## src/core_pkg.sv

```systemverilog
package core_pkg;

    // Width of pc and instruction words.
    localparam int XLEN = 32;

    // Fetch controller states.
    localparam logic STATE_WAIT_READY = 1'b0; // Waiting to issue a request.
    localparam logic STATE_WAIT_VALID = 1'b1; // Request in flight or word held.

    // Bubble markers seen by decode.
    localparam logic [XLEN-1:0] REGPC_NOP = {XLEN{1'b1}};
    localparam logic [XLEN-1:0] INST_NOP  = 32'h0000_0013; // addi x0, x0, 0.

endpackage
```

## src/fetch_stage.sv

```systemverilog
`timescale 1ns/10ps

module fetch_stage (
    input  logic                      clk,
    input  logic                      reset,

    input  logic [core_pkg::XLEN-1:0] wb_reg_pc,
    input  logic                      wb_branch_hazard,
    input  logic                      stall_flg,

    output logic [core_pkg::XLEN-1:0] id_reg_pc,
    output logic [core_pkg::XLEN-1:0] id_inst,

    output logic                      mem_start,
    input  logic                      mem_ready,
    output logic [core_pkg::XLEN-1:0] mem_addr,
    input  logic [core_pkg::XLEN-1:0] mem_data,
    input  logic                      mem_data_valid
);

    logic                      state;
    logic [core_pkg::XLEN-1:0] pc;         // Pc of the word in flight.
    logic                      is_fetched; // A word waits for the stall to end.

    logic [core_pkg::XLEN-1:0] saved_pc;
    logic [core_pkg::XLEN-1:0] saved_inst;

    logic                      word_arrive;
    logic                      word_held;
    logic                      slot_free;
    logic [core_pkg::XLEN-1:0] next_pc;
    logic [core_pkg::XLEN-1:0] out_pc;
    logic [core_pkg::XLEN-1:0] out_inst;

    // New word from memory, not yet taken.
    assign word_arrive = (state == core_pkg::STATE_WAIT_VALID) && !is_fetched
                         && mem_data_valid;
    assign word_held   = (state == core_pkg::STATE_WAIT_VALID) && is_fetched;

    // A new request may go out once the previous word has left for decode.
    // A redirect frees the slot at once since its word gets dropped.
    assign slot_free = (state == core_pkg::STATE_WAIT_READY)
                       || wb_branch_hazard
                       || ((word_arrive || word_held) && !stall_flg);

    assign mem_start = slot_free && mem_ready;

    always_comb begin
        if (wb_branch_hazard) begin
            next_pc = wb_reg_pc;
        end else if (word_arrive) begin
            next_pc = pc + 32'd4;
        end else begin
            next_pc = pc;
        end
    end

    assign mem_addr = next_pc;

    // Word or bubble for decode.
    always_comb begin
        if (wb_branch_hazard) begin
            out_pc   = core_pkg::REGPC_NOP;
            out_inst = core_pkg::INST_NOP;
        end else if (word_arrive) begin
            out_pc   = pc;
            out_inst = mem_data;
        end else if (word_held) begin
            out_pc   = saved_pc;
            out_inst = saved_inst;
        end else begin
            out_pc   = core_pkg::REGPC_NOP;
            out_inst = core_pkg::INST_NOP;
        end
    end

    always_ff @(posedge clk) begin
        if (reset) begin
            id_reg_pc <= core_pkg::REGPC_NOP;
            id_inst   <= core_pkg::INST_NOP;
        end else if (!stall_flg) begin
            id_reg_pc <= out_pc;
            id_inst   <= out_inst;
        end
    end

    always_ff @(posedge clk) begin
        if (reset) begin
            pc <= '0;
        end else begin
            pc <= next_pc;
        end
    end

    always_ff @(posedge clk) begin
        if (reset) begin
            is_fetched <= 1'b0;
        end else if (wb_branch_hazard) begin
            is_fetched <= 1'b0; // Saved word is wrong path.
        end else if (word_arrive && stall_flg) begin
            is_fetched <= 1'b1;
        end else if (word_held && !stall_flg) begin
            is_fetched <= 1'b0;
        end
    end

    // Hold the word that arrives while decode stalls.
    always_ff @(posedge clk) begin
        if (word_arrive && stall_flg) begin
            saved_pc   <= pc;
            saved_inst <= mem_data;
        end
    end

    always_ff @(posedge clk) begin
        if (reset) begin
            state <= core_pkg::STATE_WAIT_READY;
        end else begin
            case (state)
                core_pkg::STATE_WAIT_READY: begin
                    if (mem_start) begin
                        state <= core_pkg::STATE_WAIT_VALID;
                    end
                end
                default: begin
                    // Back off when memory cannot take the next request.
                    if (slot_free && !mem_ready) begin
                        state <= core_pkg::STATE_WAIT_READY;
                    end
                end
            endcase
        end
    end

endmodule

```

## config.mk

```make
export PLATFORM = sky130hd
export DESIGN_NAME = fetch_stage
export DESIGN_NICKNAME = d
export VERILOG_FILES = /design/src/core_pkg.sv /design/src/fetch_stage.sv
export SDC_FILE = /design/constraint.sdc
export NUM_CORES = 1
export LEC_CHECK = 0
export BUFFER_PORTS_ARGS = -buffer_cell sky130_fd_sc_hd__buf_2
export CORE_MARGIN = 2
export CORE_UTILIZATION = 58
export DETAILED_ROUTE_END_ITERATION = 16
export PLACE_DENSITY = 0.85
export SYNTH_ARGS = -nofsm -noshare
export SYNTH_HDL_FRONTEND = slang
export SYNTH_SLANG_ARGS = --single-unit
```

## constraint.sdc

```tcl
create_clock -name clk -period 7.93 [get_ports clk]
set_clock_uncertainty 0.15 [all_clocks]
set_input_delay 0 -clock clk [delete_from_list [all_inputs] [get_ports clk]]
set_output_delay 0 -clock clk [all_outputs]
set_load 0.02 [all_outputs]
```

# ---- After elaboration in Yosys (flattened, before gate mapping)
# Index checks and enable logic that the tools add are counted.
# W data, S select, Z words.
dict set report totals {
  register_bits 162
  word_cells 38
}
dict set report op_classes {
  add_sub_neg 1
  n_mux 13
  n_bitwise 1
  reduce_logical 16
}
# cell n
set ops {}
lappend ops {{$mux W32} 8}
lappend ops {{$add A32 B3 Y32 const B} 1}
lappend ops {{$logic_and A1 B1 Y1} 8}
lappend ops {{$mux W1} 5}
lappend ops {{$logic_not A1 Y1} 3}
lappend ops {{$logic_or A1 B1 Y1} 3}
lappend ops {{$reduce_bool A2 Y1} 1}
lappend ops {{$reduce_or A2 Y1} 1}
lappend ops {{$not A1 Y1} 1}

# ---- Longest topological paths before layout
# Gate-level depths: netlist of the first run.
dict set report depth {
  ltp_word 9
  mapped_depth 7
}

# ---- Worst setup path before layout of the first run
# OpenSTA, ideal clock, no wires.
dict set report synth_timing {
  path_type {reg2reg}
  start {register (tool-made name)}
  end {register saved_inst[0] (netlist bit), enable pin}
  setup_time_ns 0.487
  t_arrival_ns 3.500
  slack_ns 3.794
  stages_incl_launch_ff 5
  period_less_slack_ns 4.136
  path_cell_list {dfxtp_1 > buf_2 > nand3b_4 > buf_1 > nor2_1}
}
# element line_no
set synth_lines {}
lappend synth_lines {{end signal: assignment} fetch_stage.sv:111} ;# saved_inst <= mem_data;
lappend synth_lines {{end: declaration} fetch_stage.sv:26} ;# logic [core_pkg::XLEN-1:0] saved_inst;

==> reports/qor.yml, run 1 <==
setup_path:
  path_class: "register to register"
  max_stage_delay_ns: 1.13
  cp-start-kind: "register"
  crit_family: "simple AND/OR/NAND/NOR gates"
  cp.required_ns: 7.89
  slowest_stage: "nor2_4"
  crit_chain: "nand3b_4 -> nor2_4 -> buf_4"
  cp.arrival_ns: 3.02
  cp_max_fo: 46
  cp-end-kind: "register"
  path_buf_inv: 1
floorplan:
  ioPinCount: 167
  die_area_um2: 13100
  initial_utilization_pct: 59.2
  coreArea_um2: 12000
  die_x_um: 115
  die_height_um: 115
  fp-row-count: 40
sta:
  setup_viol: 0
  fin_crit_sh_pct: 38.6
  hold_viol_final: 0
  rsz0062_at_grt: "no"
  hold_slack_ns: 0.0601
  final_max_slew_viol_count: 0
  max_freq_mhz: 327
  worstMarginPinSlew_ns: 1.23
  relSlewSlack_pct: 17.9
  finalCriticalPeriod_ns: 3.06
  final.setup.tns_ns: 0
placement:
  portBuffers: 166
  hpwl_um: 12300
  dp.cells: 943
  gp_congestion: 0.853
yosys:
  syn-cell-area_um2: 7080
  synthDistinctLibCells: 59
  ys_async_sr_fraction_pct: 0
  synth_edf_count: 64
  avgSynthCellArea_um2: 10.4
  ys.flop_type: "dfxtp_1"
  synth_nets: 749
  ys_warn_count: 0
  synth-seq-area-share_pct: 54.8
  synth-compound-area-share_pct: 20.9
  synth_fa_ha_area_share_pct: 0.177
  netlist_instances: 678
  synthXorXnorAreaFrac_pct: 1.24
  synthSimpleGateAreaFrac_pct: 18.1
  synth_top_family_by_area: "compound AO/OA/AOI/OAI gates"
  synth_seq_cells: 162
  synthMuxAreaShare_pct: 1.02
power_and_ir_drop:
  total_power_mw: 1.99
  power_density_nw_per_um2: 215
  vdd.ir_drop.worst_mv: 0.182
  p_leak_nw: 3.55
route:
  vias: 6575
  viasPerCell: 6.30
  routed_wl_um: 20700
  drc: 0
  wl_per_cell_um: 19.8
  ant_nets: 0
  first_iter_violations: 633
  first_pass_iters: 5
clock_tree:
  htreeDepth: 4
  numCtsBuffers: 17
  ctsLongestPathBuffers: 2
  post_cts_resized: 0
  clkTransAtPathRegs_ns: 0.06
  cts_tree: "yes"
  clkLatencyLatePin_ns: 0.43
  cts.sinks: 162
  cts_setup_buffers: 0
  clockRootBuffer: "clkbuf_16"
final_layout:
  area.growth.synth_to_final_pct: 30.5
  nNetsFinal: 953
  final_layout_size_suffix_gt1_share_pct: 28.2
  final_cells: 1043
outcome:
  status: "finished clean"
grt:
  grt.total_usage_pct: 31.6
  antenna_found_initial: 1
  grt_pass1_wl_um: 32300
  grt_max_degree: 107
  grt_overflow: 0
  grt_pass1_vias: 6428
hold_path:
  hp-class: "input pin to register"
job:
  drv_cap: 0
[where the power goes]
part	switching, mW	total (mW)	internal [mW]
combinational	0.119	0.210	0.0909
sequential	0.0283	0.919	0.891
clock	0.333	0.857	0.524
[logic make-up (layout without fill, tap and decap cells)]
| kind of cell | count (synthesis) | count (layout) |
|---|---|---|
| AOI/OAI and AO/OA | 200 | 200 |
| xor gates and xnor gates | 10 | 10 |
| adders and majority gates | 1 | 1 |
| buffers and inverters | 65 | 282 |
| DFF | 162 | 162 |
| muxes | 7 | 7 |
| other | 0 | 1 |
| and+or+nand+nor | 233 | 233 |
[synthesized netlist by cell type, types with 3 or more instances]
cell type	count	area [um^2]
dfxtp_1	98	1960
edfxtp_1	64	1920
nor2_1	60	225
a2bb2oi_1	36	315
or2_2	36	225
o22ai_1	35	219
clkbuf_1	34	128
a22oi_1	32	240
a22o_1	31	272
nand2_1	29	109
a21oi_1	18	90.1
nand4_1	18	113
nor2b_1	18	113
nor3_1	16	80.1
nand3_1	15	75.1
a211oi_1	11	82.6
buf_2	10	50.1
o21ai_0	10	50.1
buf_1	9	33.8
nor4_1	9	56.3
inv_1	8	30.0
a31oi_1	7	43.8
xnor2_1	7	61.3
and2_1	6	37.5
a311oi_1	5	43.8
and4_1	5	43.8
mux2i_1	5	50.1
o211ai_1	4	30.0
or3_1	3	18.8
xor2_1	3	26.3
[flip-flops by register name, indices dropped and copies added, names as in the netlist, named ones only]
name,count
id_inst,32
id_reg_pc,32
is_fetched,1
pc,32
saved_inst,32
saved_pc,32
[through the flow]
| stage | instance area, um^2 | setup WS, ns | util, % |
|---|---|---|---|
| finish | 9250 | 4.87 | 77.3 |
| global route | 9250 | 4.65 | 77.3 |
| CTS | 9240 | 4.83 | 77.3 |
| detailed placement | 7950 | 4.89 | 66.4 |
| global placement | 7950 | 4.97 | 66.4 |
| floorplan | 7080 | 3.79 | - |
[path summary, 6_finish.rpt]
kind | startpoint | to | slack, ns | cells past startpoint
max | register | saved_inst[5] | 4.87 | 3
max reg2reg | register | saved_inst[5] | 4.87 | 3
min reg2reg | pc[0] | saved_pc[0] | 0.32 | 0
min | reset | id_inst[30] | 0.06 | 2
[final cells by class]
cell class	count	area, um^2
Clock buffer	27	567
Multi-Input combinational cell	451	2950
Clock inverter	5	61.3
Inverter	10	37.5
Sequential cell	162	3880
Timing Repair Buffer	240	1560
Antenna cell	1	2.50
Tap cell	147	184
Fill cell	751	2720
[layout by cell type (no fill, tap or decap), types with 18 or more instances in the layout]
| master | instances |
|---|---|
| nor2_1 | 58 |
| o22ai_1 | 35 |
| a22oi_1 | 32 |
| clkbuf_16 | 20 |
| nand2_1 | 29 |
| dfxtp_1 | 98 |
| a21oi_1 | 18 |
| nor2b_1 | 18 |
| nand4_1 | 18 |
| dlygate4sd3_1 | 67 |
| or2_2 | 36 |
| a2bb2oi_1 | 36 |
| buf_2 | 165 |
| a22o_1 | 31 |
| edfxtp_1 | 64 |
[worst reg2reg max path, cell delays in order, from the launching register on]
cell,delay (ns)
dfxtp_1,0.48
nand3b_4,0.49
nor2_4,1.13
buf_4,0.47
[what timing repair did]
action	CTS	global route
hold buffers	67	0
setup endpoints to repair	0	0
hold endpoints to repair	98	0
[layer usage]
| metal | track usage [%] | wire length, um | up-vias |
|---|---|---|---|
| li1 | - | - | 3003 |
| met1 | 37.1 | 7880 | 3136 |
| met2 | 55.4 | 10500 | 387 |
| met3 | 9.00 | 1780 | 49 |
| met4 | 11.1 | 495 | 0 |
| met5 | 0 | 0 | - |
Note: power is estimated with default switching activity, not from simulation.
==> run 2, diff against run 1 <==
Settings changed: CORE_UTILIZATION 58 to 54, PLACE_DENSITY 0.85 to 0.8.
Clock period 7.93 ns to 2.9 ns, I/O delays scaled along.
==> reports/qor.yml, run 2 (synthesized netlist as in run 1, its figures left out) <==
placement:
  hpwl_um: 12300
  dp_slack_ns: 0.599
  gp_congestion: 0.898
  placed_area_um2: 8070
  portBuffers: 166
sta:
  worst_slack_ns: 0.179
  finalCriticalPeriod_ns: 2.72
  final.setup.tns_ns: 0
  hold_viol_final: 0
  setup_viol: 0
  rsz0062_at_grt: "no"
  max_freq_mhz: 368
  final_max_slew_viol_count: 0
  worstMarginPinSlew_ns: 1.05
  relSlewSlack_pct: 30.3
  fin_crit_sh_pct: 93.8
final_layout:
  final_layout_size_suffix_gt1_share_pct: 28.9
  area.growth.synth_to_final_pct: 31.4
  nNetsFinal: 965
  final_cell_mix: "165 x buf_2, 98 x dfxtp_1, 68 x dlygate4sd3_1"
  antenna_cells: 0
  layout_commonest_cell: "buf_2"
  finalInstanceArea_um2: 9310
setup_path:
  crit_start: "pc[13]"
  timing.rr.start: "pc[13]"
  max_stage_delay_ns: 0.58
  crit_family: "simple AND/OR/NAND/NOR gates"
  cp-start-kind: "register"
  slowest_stage: "nor3_2"
  path_class: "register to output port"
  cp_max_fo: 11
  crit_chain: "nand3_1 -> nor3_2 -> a311oi_1 -> nor3_1 -> buf_2"
  path_buf_inv: 1
  cp.arrival_ns: 2.57
  cp-end-kind: "output port"
  cp.required_ns: 2.75
hold_path:
  hp-class: "input pin to register"
  hold_path_startpoint: "wb_branch_hazard"
floorplan:
  fp-row-count: 41
  die_height_um: 119
  die_x_um: 119
  coreArea_um2: 12700
  initial_utilization_pct: 55.7
  die_area_um2: 14100
  ioPinCount: 167
grt:
  grt_max_degree: 107
  grt_pass1_wl_um: 33200
  antenna_found_initial: 0
  grt_pass1_vias: 6664
  grt.total_usage_pct: 29.4
  grt_overflow: 0
route:
  vias: 6595
  routed_wl_um: 20600
  first_iter_violations: 488
  viasPerCell: 6.11
  wl_per_cell_um: 19.1
  drc: 0
  ant_nets: 0
  first_pass_iters: 5
job:
  drv_cap: 0
power_and_ir_drop:
  power.internal_mw: 3.86
  p_switching_mw: 1.29
  clkPwrFrac_pct: 39.7
  power_density_nw_per_um2: 553
  p_leak_nw: 3.56
  p_sw_share_pct: 25.0
  combPwrFrac_pct: 11.5
  seqPwrFrac_pct: 48.8
  vdd.ir_drop.worst_mv: 0.410
clock_tree:
  cts_tree: "yes"
  numCtsBuffers: 17
  clkLatencyLatePin_ns: 0.43
  htreeDepth: 4
  clockRootBuffer: "clkbuf_16"
  cts.sinks: 162
  ctsLongestPathBuffers: 2
  clkTransAtPathRegs_ns: 0.06
outcome:
  status: "finished clean"
[run 2: changes by cell type in the layout (fill, tap and decap cells not counted), moves of 2 or more]
cell        before  now
buf_4            8   16
clkinv_2         0    5
clkbuf_8         4    0
buf_12           0    3
clkbuf_16       20   17
clkinv_1         1    3
clkinvlp_4       1    3
[run 2: layout make-up]
type | instances | area, um^2
flip-flops and latches | 162 | 3880
inverters | 10 | 37.5
multi-input cells | 451 | 2960
fillers | 948 | 3410
well taps | 172 | 215
repair buffers | 252 | 1690
clock inverters | 12 | 93.8
clock buffers | 20 | 437
[run 2: path summary, 6_finish.rpt]
check	end	slack (ns)	depth (start not counted)
setup reg to reg	pc[26]	0.60	4
hold / removal	pc[17]	0.03	3
setup / recovery	mem_addr[21]	0.18	5
hold reg to reg	saved_pc[1]	0.31	0
[run 2: power groups by stage]
stage	Sequential [mW]	Clock, mW	Combinational [mW]
after floorplan	2.54	0	0.320
after CTS	2.51	2.06	0.580
after global placement	2.55	0	0.493
final	2.51	2.04	0.593
after global routing	2.52	2.16	0.638
after detailed placement	2.55	0	0.504
[run 2: per-layer routing]
layer / GRT usage (%) / up-vias / part of all wire, %
li1: - / 3028 / -
met1: 35.6 / 3166 / 40
met2: 49.9 / 361 / 50
met3: 8.98 / 40 / 8.8
met4: 9.60 / 0 / 1.9
met5: 0 / - / 0
[run 2: stage by stage]
stage / util (%) / total power [mW] / instances / hold slack [ns]
floorplan: - / 2.86 / 678 / -0.0511
global placement: 63.4 / 3.04 / 975 / 0.0431
detailed placement: 63.4 / 3.06 / 975 / 0.0449
CTS: 72.9 / 5.14 / 1075 / 0.00796
global route: 73.2 / 5.31 / 1079 / 0.0482
finish: 73.2 / 5.15 / 1079 / 0.0300
[run 2: worst register-to-register path, cell delays in order, from the launching register on]
cell      delay [ns]
dfxtp_1         0.54
nand4_1         0.44
nor4_1          0.56
a211oi_1        0.17
nor4_1          0.33
[run 2: what timing repair did]
item | 4_1_cts | 5_1_grt
endpoints found under the hold margin | 98 | 0
buffers inserted | 0 | 4
hold buffers | 68 | 0
setup endpoints to repair | 0 | 4
resized for setup | 0 | 1
==> run 3, diff against run 2 <==
--- a/config.mk
+++ b/config.mk
@@ -11,4 +11,5 @@
 export DETAILED_ROUTE_END_ITERATION = 16
 export PLACE_DENSITY = 0.8
+export SETUP_SLACK_MARGIN = 0.15
 export SYNTH_ARGS = -nofsm -noshare
 export SYNTH_HDL_FRONTEND = slang
==> constraint.sdc (replaced) <==
create_clock -name clk -period 2.9 [get_ports clk]
set_clock_uncertainty 0.15 [all_clocks]
set_input_delay 0.58 -clock clk [delete_from_list [all_inputs] [get_ports clk]]
set_output_delay 0.58 -clock clk [all_outputs]
set_load 0.02 [all_outputs]
==> reports/qor.yml, run 3 (synthesized netlist as in run 1, its figures left out) <==
setup_path:
  cp-end-kind: "output port"
  r2r_cells: 8
  cp.arrival_ns: 2.21
  r2r_end: "pc[18]"
  max_stage_delay_ns: 0.38
  crit_chain: "buf_6 -> nand4_4 -> nor4_4 -> buf_4 -> buf_6 -> nand4_1 -> o211ai_1 -> buf_4"
  reg2reg_slack_ns: 0.64
  cp-start-kind: "register"
  cp_max_fo: 6
  path_class: "register to output port"
  slowest_stage: "nor4_4"
  cp.required_ns: 2.17
  timing.rr.start: "is_fetched"
outcome:
  violations: "negative setup slack"
  status: "finished with violations"
floorplan:
  die_area_um2: 14100
  fp-row-count: 41
  ioPinCount: 167
  die_x_um: 119
  die_height_um: 119
  coreArea_um2: 12700
  initial_utilization_pct: 55.7
sta:
  finalCriticalPeriod_ns: 2.94
  max_freq_mhz: 340
  fin_crit_sh_pct: 101
  relSlewSlack_pct: 23.4
  final.setup.tns_ns: -0.0755
  hold_viol_final: 0
  worstMarginPinSlew_ns: 1.15
  worst_slack_ns: -0.0410
  hold_slack_ns: 0.193
  rsz0062_at_grt: "yes"
  setup_viol: 2
  final_max_slew_viol_count: 0
final_layout:
  postLayoutCoreUtil_pct: 76.0
  nNetsFinal: 956
  final_layout_size_suffix_gt1_share_pct: 42.8
  final_cell_mix: "147 x buf_2, 76 x buf_4, 72 x dfxtp_1"
  layout_commonest_cell: "buf_2"
  area.growth.synth_to_final_pct: 36.4
clock_tree:
  clkLatencyLatePin_ns: 0.43
  numCtsBuffers: 17
  clockRootBuffer: "clkbuf_16"
  clkTransAtPathRegs_ns: 0.06
  cts.sinks: 162
  hold_buffers: 0
  ctsLongestPathBuffers: 2
  htreeDepth: 4
  cts_tree: "yes"
grt:
  grt.total_usage_pct: 29.4
  grt_pass1_vias: 6539
  antenna_found_initial: 0
  grt_max_degree: 60
  grt_pass1_wl_um: 33000
  grt_overflow: 0
power_and_ir_drop:
  seqPwrFrac_pct: 46.9
  total_power_mw: 5.36
  clkPwrFrac_pct: 41.0
  combPwrFrac_pct: 12.1
  power.internal_mw: 4.04
  p_sw_share_pct: 24.6
  p_leak_nw: 3.76
  p_switching_mw: 1.32
  vdd.ir_drop.worst_mv: 0.384
  power_density_nw_per_um2: 555
route:
  first_iter_violations: 755
  vias: 6859
  drc: 0
  viasPerCell: 6.41
  routed_wl_um: 22800
  ant_nets: 0
  first_pass_iters: 5
  wl_per_cell_um: 21.3
hold_path:
  whs_path_depth: 1
  hold_path_startpoint: "mem_data[17]"
  hp-class: "input pin to register"
  hold_end: "saved_inst[17]"
placement:
  gp_congestion: 0.827
  portBuffers: 166
  dp_slack_ns: 0.135
  hpwl_um: 12700
job:
  drv_cap: 0
==> run 3: cell types whose count changed in the layout (fill, tap and decap cells not counted), sizes merged <==
cell         delta
bufinv          +1
clkbuf          +5
bufbuf          +2
clkinvlp        -3
clkinv          -4
dlygate4sd3    -68
buf            +57
diode           +1
==> run 3: worst max-delay path: cells and delay by family (launching register included) <==
family | cells | cell delay (ns)
simple gates | 3 | 0.67
buf+inv | 4 | 0.59
flops | 1 | 0.36
compound gates | 1 | 0.14
==> run 3: final cells by class <==
class / instances / area [um^2]
Antenna cell: 1 / 2.50
Clock buffer: 25 / 485
Clock inverter: 6 / 80.1
Fill cell: 833 / 3060
Inverter: 10 / 37.5
Multi-Input combinational cell: 451 / 3270
Sequential cell: 162 / 3960
Tap cell: 172 / 215
Timing Repair Buffer: 243 / 1610
==> run 3: worst max path at each step <==
stage	from	end	slack [ns]	cells after the start
finish	pc[3]	mem_addr[29]	-0.04	8
global route	pc[3]	mem_addr[29]	-0.14	8
CTS	pc[3]	mem_addr[18]	0.06	6
detailed placement	mem_data_valid	mem_addr[30]	0.14	6
global placement	mem_data_valid	mem_addr[28]	0.15	6
floorplan	mem_data_valid	mem_addr[31]	0.26	5
==> run 3: power groups by stage <==
stage	Combinational [mW]	Sequential, mW	Clock [mW]
5_1_grt	0.689	2.52	2.29
6_report	0.650	2.51	2.20
2_1_floorplan	0.320	2.54	0
4_1_cts	0.567	2.51	2.19
3_3_place_gp	0.509	2.55	0
3_5_place_dp	0.521	2.55	0
==> run 3: metal layers <==
| layer | GRT usage, % | vias up | part of all wire, % |
|---|---|---|---|
| li1 | - | 3019 | - |
| met1 | 37.1 | 3233 | 38 |
| met2 | 47.1 | 506 | 47 |
| met3 | 7.87 | 101 | 11 |
| met4 | 13.6 | 0 | 4.2 |
| met5 | 0 | - | 0 |
==> run 3: per-stage QoR <==
stage	instances	area, um^2
2_1_floorplan	678	7090
3_3_place_gp	990	8190
3_5_place_dp	990	8190
4_1_cts	1047	9250
5_1_grt	1069	9660
6_report	1070	9660
==> run 3: repair_timing <==
action / 4_1_cts / 5_1_grt
gates cloned: 2 / 0
gates resized for setup: 71 / 64
buffers inserted: 24 / 22
setup endpoints to repair: 22 / 23
pin swaps: 20 / 32
